--- config.mk ---
export PLATFORM = sky130hd
export DESIGN_NAME = rv_core_top
export DESIGN_NICKNAME = d
export VERILOG_FILES = /design/src/common/rv_pkg.sv /design/src/decode/id_stage.sv /design/src/execute/ex_stage.sv /design/src/rtl/hazard_unit.sv /design/src/rtl/if_stage.sv /design/src/rtl/mem_wb_stage.sv /design/src/rtl/regfile.sv /design/src/rtl/rv_core_top.sv
export VERILOG_INCLUDE_DIRS = /design/src /design/src/common
export SDC_FILE = /design/constraint.sdc
export NUM_CORES = 2
export LEC_CHECK = 0
export ABC_CLOCK_PERIOD_IN_PS = 21700
export BUFFER_PORTS_ARGS = -buffer_cell sky130_fd_sc_hd__buf_2
export CAP_MARGIN = 20
export CORE_ASPECT_RATIO = 0.75
export CORE_MARGIN = 4
export CORE_UTILIZATION = 40
export CTS_CLUSTER_SIZE = 24
export DETAILED_ROUTE_END_ITERATION = 8
export GPL_TIMING_DRIVEN = 0
export PLACE_DENSITY = 0.61
export SYNTH_ARGS = -nofsm -noshare
export SYNTH_HDL_FRONTEND = slang
export SYNTH_SLANG_ARGS = --single-unit
--- constraint.sdc ---
create_clock -name clk -period 21.7 [get_ports clk]
set_input_delay 6.51 -clock clk [delete_from_list [all_inputs] [get_ports clk]]
set_output_delay 6.51 -clock clk [all_outputs]
set_load 0.01 [all_outputs]
--- src/common/rv_params.svh ---
`ifndef RV_PARAMS_SVH
`define RV_PARAMS_SVH

// First fetch address after reset
`define RV_RESET_VECTOR 32'h0000_0000

// Integer register count
`define RV_NUM_REGS 32

// addi x0, x0, 0
`define RV_NOP 32'h0000_0013

`endif

--- src/common/rv_pkg.sv ---
package rv_pkg;

    typedef logic [31:0] word_t;
    typedef logic [4:0]  reg_addr_t;

    // Instruction class, NONE for bubbles and undecoded words
    typedef enum logic [2:0] {
        NONE,
        ALU_R,
        ALU_I,
        LUI,
        LOAD,
        STORE,
        BRANCH,
        JAL
    } ir_class_e;

    typedef enum logic [3:0] {
        ADD,
        SUB,
        AND,
        OR,
        XOR,
        SLT,
        SLTU,
        SLL,
        SRL,
        SRA,
        PASS_B
    } alu_op_e;

    // Operand source picked in ID
    typedef enum logic [1:0] {
        REGFILE,
        FROM_EX,
        FROM_MEM
    } fwd_sel_e;

endpackage

--- src/decode/id_stage.sv ---
`timescale 1ns/100ps

module id_stage (
    input  logic                i_clk,
    input  logic                i_rst,
    input  logic                i_stall,
    input  logic                i_flush,
    input  logic                i_interlock,
    input  rv_pkg::word_t       i_pc,
    input  rv_pkg::word_t       i_pc4,
    input  rv_pkg::word_t       i_ir,
    input  rv_pkg::word_t       i_rf_data1,
    input  rv_pkg::word_t       i_rf_data2,
    input  rv_pkg::word_t       i_fwd_ex,
    input  rv_pkg::word_t       i_fwd_mem,
    input  rv_pkg::fwd_sel_e    i_fwd1,
    input  rv_pkg::fwd_sel_e    i_fwd2,
    output rv_pkg::reg_addr_t   o_rs1,
    output rv_pkg::reg_addr_t   o_rs2,
    output rv_pkg::ir_class_e   o_id_class,
    output rv_pkg::ir_class_e   o_ex_class,
    output rv_pkg::alu_op_e     o_ex_alu_op,
    output rv_pkg::word_t       o_ex_op1,
    output rv_pkg::word_t       o_ex_op2,
    output rv_pkg::word_t       o_ex_imm,
    output rv_pkg::word_t       o_ex_pc,
    output rv_pkg::word_t       o_ex_pc4,
    output rv_pkg::reg_addr_t   o_ex_rd,
    output logic                o_ex_wr_en
);

    logic [6:0]       opcode;
    logic [2:0]       funct3;
    rv_pkg::alu_op_e  alu_op;
    rv_pkg::word_t    imm;
    rv_pkg::word_t    op1;
    rv_pkg::word_t    op2;
    logic             wr_en;

    function automatic rv_pkg::alu_op_e alu_decode(input logic [2:0] f3, input logic alt,
                                                   input logic is_reg);
        case (f3)
            3'b000:  return (is_reg && alt) ? rv_pkg::SUB : rv_pkg::ADD;
            3'b001:  return rv_pkg::SLL;
            3'b010:  return rv_pkg::SLT;
            3'b011:  return rv_pkg::SLTU;
            3'b100:  return rv_pkg::XOR;
            3'b101:  return alt ? rv_pkg::SRA : rv_pkg::SRL;
            3'b110:  return rv_pkg::OR;
            default: return rv_pkg::AND;
        endcase
    endfunction

    function automatic rv_pkg::word_t fwd_mux(input rv_pkg::fwd_sel_e sel,
                                              input rv_pkg::word_t rf_data,
                                              input rv_pkg::word_t ex_data,
                                              input rv_pkg::word_t mem_data);
        case (sel)
            rv_pkg::FROM_EX:  return ex_data;
            rv_pkg::FROM_MEM: return mem_data;
            default:          return rf_data;
        endcase
    endfunction

    assign opcode = i_ir[6:0];
    assign funct3 = i_ir[14:12];
    assign o_rs1  = i_ir[19:15];
    assign o_rs2  = i_ir[24:20];

    always_comb begin
        o_id_class = rv_pkg::NONE;
        alu_op     = rv_pkg::ADD;
        imm        = {{20{i_ir[31]}}, i_ir[31:20]};
        case (opcode)
            7'b0110011: begin
                o_id_class = rv_pkg::ALU_R;
                alu_op     = alu_decode(funct3, i_ir[30], 1'b1);
            end
            7'b0010011: begin
                o_id_class = rv_pkg::ALU_I;
                alu_op     = alu_decode(funct3, i_ir[30], 1'b0);
            end
            7'b0110111: begin
                o_id_class = rv_pkg::LUI;
                alu_op     = rv_pkg::PASS_B;
                imm        = {i_ir[31:12], 12'b0};
            end
            7'b0000011: begin
                if (funct3 == 3'b010) begin
                    o_id_class = rv_pkg::LOAD;
                end
            end
            7'b0100011: begin
                imm = {{20{i_ir[31]}}, i_ir[31:25], i_ir[11:7]};
                if (funct3 == 3'b010) begin
                    o_id_class = rv_pkg::STORE;
                end
            end
            7'b1100011: begin
                imm = {{19{i_ir[31]}}, i_ir[31], i_ir[7], i_ir[30:25], i_ir[11:8], 1'b0};
                // BEQ goes through SUB, BNE through XOR; EX tests the result for zero
                if (funct3 == 3'b000) begin
                    o_id_class = rv_pkg::BRANCH;
                    alu_op     = rv_pkg::SUB;
                end else if (funct3 == 3'b001) begin
                    o_id_class = rv_pkg::BRANCH;
                    alu_op     = rv_pkg::XOR;
                end
            end
            7'b1101111: begin
                o_id_class = rv_pkg::JAL;
                imm = {{11{i_ir[31]}}, i_ir[31], i_ir[19:12], i_ir[20], i_ir[30:21], 1'b0};
            end
            default: ;
        endcase
    end

    assign wr_en = o_id_class inside {rv_pkg::ALU_R, rv_pkg::ALU_I, rv_pkg::LUI,
                                      rv_pkg::LOAD, rv_pkg::JAL};

    assign op1 = fwd_mux(i_fwd1, i_rf_data1, i_fwd_ex, i_fwd_mem);
    assign op2 = fwd_mux(i_fwd2, i_rf_data2, i_fwd_ex, i_fwd_mem);

    always_ff @(posedge i_clk) begin
        if (i_rst) begin
            o_ex_class  <= rv_pkg::NONE;
            o_ex_alu_op <= rv_pkg::ADD;
            o_ex_wr_en  <= 1'b0;
        end else if (!i_interlock) begin
            if (i_stall || i_flush) begin
                o_ex_class <= rv_pkg::NONE;
                o_ex_wr_en <= 1'b0;
            end else begin
                o_ex_class  <= o_id_class;
                o_ex_alu_op <= alu_op;
                o_ex_wr_en  <= wr_en;
            end
        end
    end

    always_ff @(posedge i_clk) begin
        if (!i_interlock) begin
            o_ex_op1 <= op1;
            o_ex_op2 <= op2;
            o_ex_imm <= imm;
            o_ex_pc  <= i_pc;
            o_ex_pc4 <= i_pc4;
            o_ex_rd  <= i_ir[11:7];
        end
    end

endmodule

--- src/execute/ex_stage.sv ---
`timescale 1ns/100ps

module ex_stage (
    input  logic                i_clk,
    input  logic                i_rst,
    input  logic                i_interlock,
    input  rv_pkg::ir_class_e   i_ex_class,
    input  rv_pkg::alu_op_e     i_ex_alu_op,
    input  rv_pkg::word_t       i_ex_op1,
    input  rv_pkg::word_t       i_ex_op2,
    input  rv_pkg::word_t       i_ex_imm,
    input  rv_pkg::word_t       i_ex_pc,
    input  rv_pkg::word_t       i_ex_pc4,
    input  rv_pkg::reg_addr_t   i_ex_rd,
    input  logic                i_ex_wr_en,
    output logic                o_jump,
    output rv_pkg::word_t       o_jump_target,
    output rv_pkg::word_t       o_ex_result,
    output rv_pkg::word_t       o_mem_result,
    output rv_pkg::word_t       o_mem_store_data,
    output rv_pkg::word_t       o_mem_pc4,
    output rv_pkg::reg_addr_t   o_mem_rd,
    output logic                o_mem_wr_en,
    output rv_pkg::ir_class_e   o_mem_class
);

    rv_pkg::word_t  op_b;
    rv_pkg::word_t  alu;
    logic [4:0]     shamt;
    logic           zero;

    assign op_b  = (i_ex_class inside {rv_pkg::ALU_I, rv_pkg::LUI, rv_pkg::LOAD, rv_pkg::STORE})
                   ? i_ex_imm : i_ex_op2;
    assign shamt = op_b[4:0];

    always_comb begin
        case (i_ex_alu_op)
            rv_pkg::ADD:  alu = i_ex_op1 + op_b;
            rv_pkg::SUB:  alu = i_ex_op1 - op_b;
            rv_pkg::AND:  alu = i_ex_op1 & op_b;
            rv_pkg::OR:   alu = i_ex_op1 | op_b;
            rv_pkg::XOR:  alu = i_ex_op1 ^ op_b;
            rv_pkg::SLT:  alu = {31'b0, $signed(i_ex_op1) < $signed(op_b)};
            rv_pkg::SLTU: alu = {31'b0, i_ex_op1 < op_b};
            rv_pkg::SLL:  alu = i_ex_op1 << shamt;
            rv_pkg::SRL:  alu = i_ex_op1 >> shamt;
            rv_pkg::SRA:  alu = $signed(i_ex_op1) >>> shamt;
            default:      alu = op_b;
        endcase
    end

    assign zero = (alu == '0);

    // SUB marks BEQ, XOR marks BNE
    assign o_jump = (i_ex_class == rv_pkg::JAL) ||
                    ((i_ex_class == rv_pkg::BRANCH) && ((i_ex_alu_op == rv_pkg::SUB) == zero));
    assign o_jump_target = i_ex_pc + i_ex_imm;

    // Link value seen by forwarding
    assign o_ex_result = (i_ex_class == rv_pkg::JAL) ? i_ex_pc4 : alu;

    always_ff @(posedge i_clk) begin
        if (i_rst) begin
            o_mem_class <= rv_pkg::NONE;
            o_mem_wr_en <= 1'b0;
        end else if (!i_interlock) begin
            o_mem_class <= i_ex_class;
            o_mem_wr_en <= i_ex_wr_en;
        end
    end

    always_ff @(posedge i_clk) begin
        if (!i_interlock) begin
            o_mem_result     <= alu;
            o_mem_store_data <= i_ex_op2;
            o_mem_pc4        <= i_ex_pc4;
            o_mem_rd         <= i_ex_rd;
        end
    end

    // Taken jumps land on word addresses
    assert property (@(posedge i_clk) disable iff (i_rst)
        o_jump |-> (o_jump_target[1:0] == 2'b00));

endmodule

--- src/rtl/hazard_unit.sv ---
`timescale 1ns/100ps

module hazard_unit (
    input  rv_pkg::reg_addr_t   i_rs1,
    input  rv_pkg::reg_addr_t   i_rs2,
    input  rv_pkg::ir_class_e   i_id_class,
    input  rv_pkg::ir_class_e   i_ex_class,
    input  rv_pkg::ir_class_e   i_mem_class,
    input  rv_pkg::reg_addr_t   i_ex_rd,
    input  rv_pkg::reg_addr_t   i_mem_rd,
    input  logic                i_ex_wr_en,
    input  logic                i_mem_wr_en,
    input  logic                i_jump,
    input  logic                i_acki_n,
    input  logic                i_ackd_n,
    output rv_pkg::fwd_sel_e    o_fwd1,
    output rv_pkg::fwd_sel_e    o_fwd2,
    output logic                o_stall,
    output logic                o_flush,
    output logic                o_interlock
);

    logic uses_rs1;
    logic uses_rs2;
    logic ex_load;

    // EX wins over MEM, x0 always from the register file
    function automatic rv_pkg::fwd_sel_e fwd_pick(input rv_pkg::reg_addr_t rs);
        rv_pkg::fwd_sel_e sel;
        sel = rv_pkg::REGFILE;
        if (rs != '0) begin
            if (i_ex_wr_en && i_ex_rd == rs) begin
                sel = rv_pkg::FROM_EX;
            end else if (i_mem_wr_en && i_mem_rd == rs) begin
                sel = rv_pkg::FROM_MEM;
            end
        end
        return sel;
    endfunction

    always_comb begin
        o_fwd1 = fwd_pick(i_rs1);
        o_fwd2 = fwd_pick(i_rs2);
    end

    // Only real source fields count for the stall
    assign uses_rs1 = !(i_id_class inside {rv_pkg::NONE, rv_pkg::LUI, rv_pkg::JAL});
    assign uses_rs2 = i_id_class inside {rv_pkg::ALU_R, rv_pkg::STORE, rv_pkg::BRANCH};
    assign ex_load  = (i_ex_class == rv_pkg::LOAD) && i_ex_wr_en && (i_ex_rd != '0);

    assign o_stall = ex_load && ((uses_rs1 && i_rs1 == i_ex_rd) ||
                                 (uses_rs2 && i_rs2 == i_ex_rd));
    assign o_flush = i_jump;

    assign o_interlock = i_acki_n ||
                         (i_ackd_n && (i_mem_class == rv_pkg::LOAD ||
                                       i_mem_class == rv_pkg::STORE));

endmodule

--- src/rtl/if_stage.sv ---
`timescale 1ns/100ps
`include "rv_params.svh"

module if_stage (
    input  logic          i_clk,
    input  logic          i_rst,
    input  logic          i_stall,
    input  logic          i_interlock,
    input  logic          i_flush,
    input  rv_pkg::word_t i_jump_target,
    input  rv_pkg::word_t i_idt,
    output rv_pkg::word_t o_pc,
    output rv_pkg::word_t o_id_pc,
    output rv_pkg::word_t o_id_pc4,
    output rv_pkg::word_t o_id_ir
);

    rv_pkg::word_t pc4;

    assign pc4 = o_pc + 32'd4;

    always_ff @(posedge i_clk) begin
        if (i_rst) begin
            o_pc    <= `RV_RESET_VECTOR;
            o_id_ir <= `RV_NOP;
        end else if (!i_interlock) begin
            if (i_flush) begin
                o_pc    <= i_jump_target;
                o_id_ir <= `RV_NOP;
            end else if (!i_stall) begin
                o_pc    <= pc4;
                o_id_ir <= i_idt;
            end
        end
    end

    always_ff @(posedge i_clk) begin
        if (!i_interlock && !i_stall) begin
            o_id_pc  <= o_pc;
            o_id_pc4 <= pc4;
        end
    end

    // IF/ID never takes an undriven fetch word
    assert property (@(posedge i_clk) disable iff (i_rst)
        (!i_interlock && !i_stall && !i_flush) |-> !$isunknown(i_idt));

endmodule

--- src/rtl/mem_wb_stage.sv ---
`timescale 1ns/100ps

module mem_wb_stage (
    input  logic                i_clk,
    input  logic                i_rst,
    input  logic                i_interlock,
    input  rv_pkg::word_t       i_mem_result,
    input  rv_pkg::word_t       i_mem_store_data,
    input  rv_pkg::word_t       i_mem_pc4,
    input  rv_pkg::reg_addr_t   i_mem_rd,
    input  logic                i_mem_wr_en,
    input  rv_pkg::ir_class_e   i_mem_class,
    input  rv_pkg::word_t       i_ddt,
    output rv_pkg::word_t       o_dad,
    output rv_pkg::word_t       o_ddt,
    output logic                o_mreq,
    output logic                o_write,
    output logic [1:0]          o_size,
    output rv_pkg::word_t       o_mem_fwd,
    output rv_pkg::reg_addr_t   o_wb_rd,
    output rv_pkg::word_t       o_wb_data,
    output logic                o_wb_en
);

    assign o_dad   = i_mem_result;
    assign o_ddt   = i_mem_store_data;
    assign o_mreq  = (i_mem_class == rv_pkg::LOAD) || (i_mem_class == rv_pkg::STORE);
    assign o_write = (i_mem_class == rv_pkg::STORE);
    // Word accesses only
    assign o_size  = 2'b10;

    always_comb begin
        case (i_mem_class)
            rv_pkg::LOAD: o_mem_fwd = i_ddt;
            rv_pkg::JAL:  o_mem_fwd = i_mem_pc4;
            default:      o_mem_fwd = i_mem_result;
        endcase
    end

    always_ff @(posedge i_clk) begin
        if (i_rst) begin
            o_wb_en <= 1'b0;
        end else if (!i_interlock) begin
            o_wb_en <= i_mem_wr_en;
        end
    end

    always_ff @(posedge i_clk) begin
        if (!i_interlock) begin
            o_wb_rd   <= i_mem_rd;
            o_wb_data <= o_mem_fwd;
        end
    end

    // A waiting store keeps its request, address and data
    assert property (@(posedge i_clk) disable iff (i_rst)
        (o_write && i_interlock) |=> (o_write && o_mreq && $stable(o_dad) && $stable(o_ddt)));

endmodule

--- src/rtl/regfile.sv ---
`timescale 1ns/100ps
`include "rv_params.svh"

module regfile (
    input  logic                i_clk,
    input  logic                i_rst,
    input  logic                i_wr_en,
    input  rv_pkg::reg_addr_t   i_wr_addr,
    input  rv_pkg::reg_addr_t   i_rd1_addr,
    input  rv_pkg::reg_addr_t   i_rd2_addr,
    input  rv_pkg::word_t       i_wr_data,
    output rv_pkg::word_t       o_rd1_data,
    output rv_pkg::word_t       o_rd2_data
);

    rv_pkg::word_t  regs [`RV_NUM_REGS];
    logic           wr_valid;

    // x0 never written
    assign wr_valid = i_wr_en && (i_wr_addr != '0);

    always_ff @(posedge i_clk) begin
        if (i_rst) begin
            for (int i = 0; i < `RV_NUM_REGS; i++) begin
                regs[i] <= '0;
            end
        end else if (wr_valid) begin
            regs[i_wr_addr] <= i_wr_data;
        end
    end

    // Same-cycle write bypass
    assign o_rd1_data = (wr_valid && i_wr_addr == i_rd1_addr) ? i_wr_data : regs[i_rd1_addr];
    assign o_rd2_data = (wr_valid && i_wr_addr == i_rd2_addr) ? i_wr_data : regs[i_rd2_addr];

endmodule

--- src/rtl/rv_core_top.sv ---
`timescale 1ns/100ps

module rv_core_top (
    input  logic          clk,
    input  logic          i_rst,
    output rv_pkg::word_t o_iad,
    input  rv_pkg::word_t i_idt,
    input  logic          i_acki_n,
    output rv_pkg::word_t o_dad,
    output rv_pkg::word_t o_ddt,
    input  rv_pkg::word_t i_ddt,
    output logic          o_mreq,
    output logic          o_write,
    output logic [1:0]    o_size,
    input  logic          i_ackd_n
);

    rv_pkg::word_t      id_pc, id_pc4, id_ir;
    rv_pkg::reg_addr_t  rs1, rs2;
    rv_pkg::ir_class_e  id_class, ex_class, mem_class;
    rv_pkg::word_t      rf_data1, rf_data2;
    rv_pkg::fwd_sel_e   fwd1, fwd2;
    rv_pkg::alu_op_e    ex_alu_op;
    rv_pkg::word_t      ex_op1, ex_op2, ex_imm, ex_pc, ex_pc4;
    rv_pkg::reg_addr_t  ex_rd, mem_rd, wb_rd;
    logic               ex_wr_en, mem_wr_en, wb_en;
    logic               jump;
    rv_pkg::word_t      jump_target, ex_result;
    rv_pkg::word_t      mem_result, mem_store_data, mem_pc4, mem_fwd;
    rv_pkg::word_t      wb_data;
    logic               stall, flush, interlock;

    if_stage if_stage_i (
        .i_clk(clk), .i_rst(i_rst),
        .i_stall(stall), .i_interlock(interlock), .i_flush(flush),
        .i_jump_target(jump_target), .i_idt(i_idt),
        .o_pc(o_iad), .o_id_pc(id_pc), .o_id_pc4(id_pc4), .o_id_ir(id_ir)
    );

    id_stage id_stage_i (
        .i_clk(clk), .i_rst(i_rst),
        .i_stall(stall), .i_flush(flush), .i_interlock(interlock),
        .i_pc(id_pc), .i_pc4(id_pc4), .i_ir(id_ir),
        .i_rf_data1(rf_data1), .i_rf_data2(rf_data2),
        .i_fwd_ex(ex_result), .i_fwd_mem(mem_fwd),
        .i_fwd1(fwd1), .i_fwd2(fwd2),
        .o_rs1(rs1), .o_rs2(rs2), .o_id_class(id_class),
        .o_ex_class(ex_class), .o_ex_alu_op(ex_alu_op),
        .o_ex_op1(ex_op1), .o_ex_op2(ex_op2), .o_ex_imm(ex_imm),
        .o_ex_pc(ex_pc), .o_ex_pc4(ex_pc4),
        .o_ex_rd(ex_rd), .o_ex_wr_en(ex_wr_en)
    );

    ex_stage ex_stage_i (
        .i_clk(clk), .i_rst(i_rst), .i_interlock(interlock),
        .i_ex_class(ex_class), .i_ex_alu_op(ex_alu_op),
        .i_ex_op1(ex_op1), .i_ex_op2(ex_op2), .i_ex_imm(ex_imm),
        .i_ex_pc(ex_pc), .i_ex_pc4(ex_pc4),
        .i_ex_rd(ex_rd), .i_ex_wr_en(ex_wr_en),
        .o_jump(jump), .o_jump_target(jump_target), .o_ex_result(ex_result),
        .o_mem_result(mem_result), .o_mem_store_data(mem_store_data),
        .o_mem_pc4(mem_pc4), .o_mem_rd(mem_rd),
        .o_mem_wr_en(mem_wr_en), .o_mem_class(mem_class)
    );

    mem_wb_stage mem_wb_stage_i (
        .i_clk(clk), .i_rst(i_rst), .i_interlock(interlock),
        .i_mem_result(mem_result), .i_mem_store_data(mem_store_data),
        .i_mem_pc4(mem_pc4), .i_mem_rd(mem_rd),
        .i_mem_wr_en(mem_wr_en), .i_mem_class(mem_class),
        .i_ddt(i_ddt),
        .o_dad(o_dad), .o_ddt(o_ddt), .o_mreq(o_mreq), .o_write(o_write), .o_size(o_size),
        .o_mem_fwd(mem_fwd),
        .o_wb_rd(wb_rd), .o_wb_data(wb_data), .o_wb_en(wb_en)
    );

    regfile regfile_i (
        .i_clk(clk), .i_rst(i_rst),
        .i_wr_en(wb_en), .i_wr_addr(wb_rd),
        .i_rd1_addr(rs1), .i_rd2_addr(rs2),
        .i_wr_data(wb_data),
        .o_rd1_data(rf_data1), .o_rd2_data(rf_data2)
    );

    hazard_unit hazard_unit_i (
        .i_rs1(rs1), .i_rs2(rs2),
        .i_id_class(id_class), .i_ex_class(ex_class), .i_mem_class(mem_class),
        .i_ex_rd(ex_rd), .i_mem_rd(mem_rd),
        .i_ex_wr_en(ex_wr_en), .i_mem_wr_en(mem_wr_en),
        .i_jump(jump), .i_acki_n(i_acki_n), .i_ackd_n(i_ackd_n),
        .o_fwd1(fwd1), .o_fwd2(fwd2),
        .o_stall(stall), .o_flush(flush), .o_interlock(interlock)
    );

endmodule
==> flow_summary.ini <==
[sta]
fin_hold_ws_ns = 0.4023
fin_crit_ns = 11.52
slew_violations = 2
rsz0062_at_grt = false
setup_viol = 0
hold_viol = 0
tns_ns = 0
fmax_mhz = 86.83
worst_slew_pin_slew_ns = 1.557
finalCritPeriodShare_pct = 53.07
relSlewSlack_pct = -3.813
skew_ns = 0.03996

[placed_design]
hpwl_um = 313200
portBuffers = 165
dp.cells = 9778
place.gp.congestion = 1.060

[power_and_ir_drop]
power_uw = 8289
p_per_area_nw_per_um2 = 85.01
p_leak_uw = 0.03463
ir_drop_v = 0.00008201

[clock_tree]
cts.sinks = 1474
clockBufferDepth = 3
path_clk_slew_ns = 0.07
cts_hold_buf = 0
cts_buffers = 156
post-cts-setup-buffer-count = 0
cts_resized = 0
htree_levels = 4
cts_root_buf = clkbuf_16
clock_latency_ns = 0.82
cts_tree = built

[cells_and_area]
layout_commonest_cell = edfxtp_1
syn_to_final_growth_pct = 14.25
multiInputGateArea_um2 = 39490
utilization_pct = 46.05
drive_gt1_share_pct = 18.61
fin_nets = 7362
layout_common_cells = edfxtp_1, and2_1, mux4_2
layoutNonFillerInstCount = 10120
nFillCells = 18930
seqCellArea_um2 = 43390

[synthesis]
synth_seq_cells = 1474
yosysTopAreaCell = edfxtp_1
postSynthCellCount = 6675
synthArstFlopShare_pct = 0
yosysSeqAreaShare_pct = 50.84
syn_area_um2 = 85350
ys_top_cells_by_area = edfxtp_1, mux4_2, and2_1, mux2i_1, clkbuf_1
synth-edff-count = 1387
ys_warn_count = 0
ys_types = 101
synthFlopType = edfxtp_1
postSynthAreaPerCell_um2 = 12.79
synth_top_area_share_pct = 48.80

[grt]
grt_busiest_layer = met1
grt_overflow = 0
grtUsageMet3_pct = 12.80
grt_pass1_wl_um = 525300
antenna_found_initial = 29
use_met1_pct = 52.27
grt_usage_pct = 34.50
grt_max_degree = 67
grt_pass1_vias = 61890
use_met2_pct = 44.76

[critical_path]
endpoint_kind = register
critPathLaunchType = register
critPathKind = register to register
cp_max_fo = 10
cp.required_ns = 22.35
critPathArrivalTime_ns = 12.17

[route]
ant_nets = 0
via_count = 66720
wire_per_inst_um = 38.66
remaining_drc_errors = 0
drt-pass1-iter-count = 6
wl_um = 391200
drtIter0Drc = 11480
viasPerCell = 6.594

[floorplan]
ios = 168
core-area_um2 = 211700
die_x_um = 541.4
die_h_um = 408.0
core.rowCount = 146
initial_core_util_pct = 40.31
dieArea_um2 = 220900

[job]
maxCapViolCount = 0

[run_status]
violations = slew limit
status = finished, violations left

[hold_path]
hold_path_class = register to register
==> cells in the mapped netlist (17+ instances only) <==
cell type	instances
buf_2	32
xor2_1	34
nor2b_1	30
nand4_1	40
a32oi_1	33
or2_2	24
nand2b_1	36
dfxtp_1	87
clkbuf_1	485
mux2i_1	204
nor3_1	87
a21o_1	44
o21ai_0	183
a211oi_1	80
a21oi_1	320
nor3b_1	19
edfxtp_1	1387
or3_1	21
o31ai_1	20
o22ai_1	29
inv_1	130
o221ai_1	24
nor2_1	336
nand2_1	403
a221oi_1	47
ha_1	126
nor4_1	27
o21a_1	17
buf_1	82
o211ai_1	30
nand3_1	120
and3_1	37
mux4_2	649
a221o_1	26
a31oi_1	28
a22oi_1	74
xnor2_1	74
and2_1	999
==> flip-flops by register name, summed over array words and instances, names as in the netlist, 3 cells and up, named ones only <==
name	flops
ex_stage_i.o_mem_class	3
ex_stage_i.o_mem_pc4	32
ex_stage_i.o_mem_rd	5
ex_stage_i.o_mem_result	32
ex_stage_i.o_mem_store_data	32
id_stage_i.o_ex_alu_op	4
id_stage_i.o_ex_class	3
id_stage_i.o_ex_imm	32
id_stage_i.o_ex_op1	32
id_stage_i.o_ex_op2	32
id_stage_i.o_ex_pc	30
id_stage_i.o_ex_pc4	32
id_stage_i.o_ex_rd	5
if_stage_i.o_id_ir	32
if_stage_i.o_id_pc	30
if_stage_i.o_id_pc4	32
if_stage_i.o_pc	32
mem_wb_stage_i.o_wb_data	32
mem_wb_stage_i.o_wb_rd	5
regfile_i.regs	1024
==> logic make-up (layout without fill, tap and decap cells) <==
group / count (synthesis) / count (layout) / share of synthesized area [%]
adders and majority gates: 128 / 128 / 1.894
DFF: 1474 / 1474 / 50.84
muxes: 876 / 876 / 19.88
and+or+nand+nor: 2219 / 2219 / 13.92
buffers and inverters: 752 / 1343 / 3.482
xor gates and xnor gates: 110 / 110 / 1.160
other: 2 / 43 / 0.008800
AOI/OAI and AO/OA: 1114 / 1114 / 8.811
==> final timing paths <==
| check | start | endpoint | slack, ns | cells past startpoint |
|---|---|---|---|---|
| setup / recovery | id_stage_i.o_ex_class[2]$_SDFFE_PP0N_ | id_stage_i.o_ex_alu_op[2]$_SDFFE_PP0P_ | 10.18 | 25 |
| hold / removal | if_stage_i.o_id_pc4[27]$_DFFE_PP_ | id_stage_i.o_ex_pc4[27]$_DFFE_PN_ | 0.40 | 0 |
| setup reg to reg | id_stage_i.o_ex_class[2]$_SDFFE_PP0N_ | id_stage_i.o_ex_alu_op[2]$_SDFFE_PP0P_ | 10.18 | 25 |
| hold reg to reg | if_stage_i.o_id_pc4[27]$_DFFE_PP_ | id_stage_i.o_ex_pc4[27]$_DFFE_PN_ | 0.40 | 0 |
==> report_power, final <==
group | switching [uW] | internal (uW)
logic | 1460 | 637
clock network | 1250 | 1470
registers | 190 | 3280
==> final cells by class <==
class / count / area share [%]
Antenna cell: 9 / 0.02310
Buffer: 618 / 2.563
Clock buffer: 215 / 4.345
Clock inverter: 75 / 0.8469
Inverter: 134 / 0.5158
Multi-Input combinational cell: 4481 / 40.50
Sequential cell: 1474 / 44.50
Tap cell: 2812 / 3.608
Timing Repair Buffer: 301 / 3.094
==> worst max-delay path, cell delays in order, from the launching register on <==
cell and delay [ns]:
dfxtp_1 0.31, buf_4 0.20, xor2_2 0.85, mux2i_1 0.59, inv_2 0.45, buf_2 0.40
buf_2 0.50, buf_1 0.44, buf_8 0.25, ha_1 0.20, clkbuf_1 0.39, o21a_1 0.20
o31a_1 0.22, o21ai_0 0.12, mux2_2 0.36, a311oi_1 0.66, nand4_1 0.59, a211oi_2 0.69
nand4_1 0.30, nor4_1 1.06, nand4_1 0.52, or2_1 0.41, o21ai_2 0.30, a21oi_4 0.16
a2111oi_0 1.03, nor3_1 0.09
==> layer usage <==
| metal | share of wire [%] | routed length [um] | vias up |
|---|---|---|---|
| li1 | - | - | 26580 |
| met1 | 43 | 166500 | 34540 |
| met2 | 39 | 151500 | 4941 |
| met3 | 14 | 56690 | 647 |
| met4 | 4.2 | 16450 | 12 |
| met5 | 0.020 | 80 | - |
==> per-stage QoR <==
step	cell area, um^2	worst slack [ns]
floorplan	85470	5.523
CTS	96910	11.18
global route	97480	10.62
global placement	89810	0.4223
finish	97510	10.18
detailed placement	91850	11.21
Power figures use the tool's default switching activity.
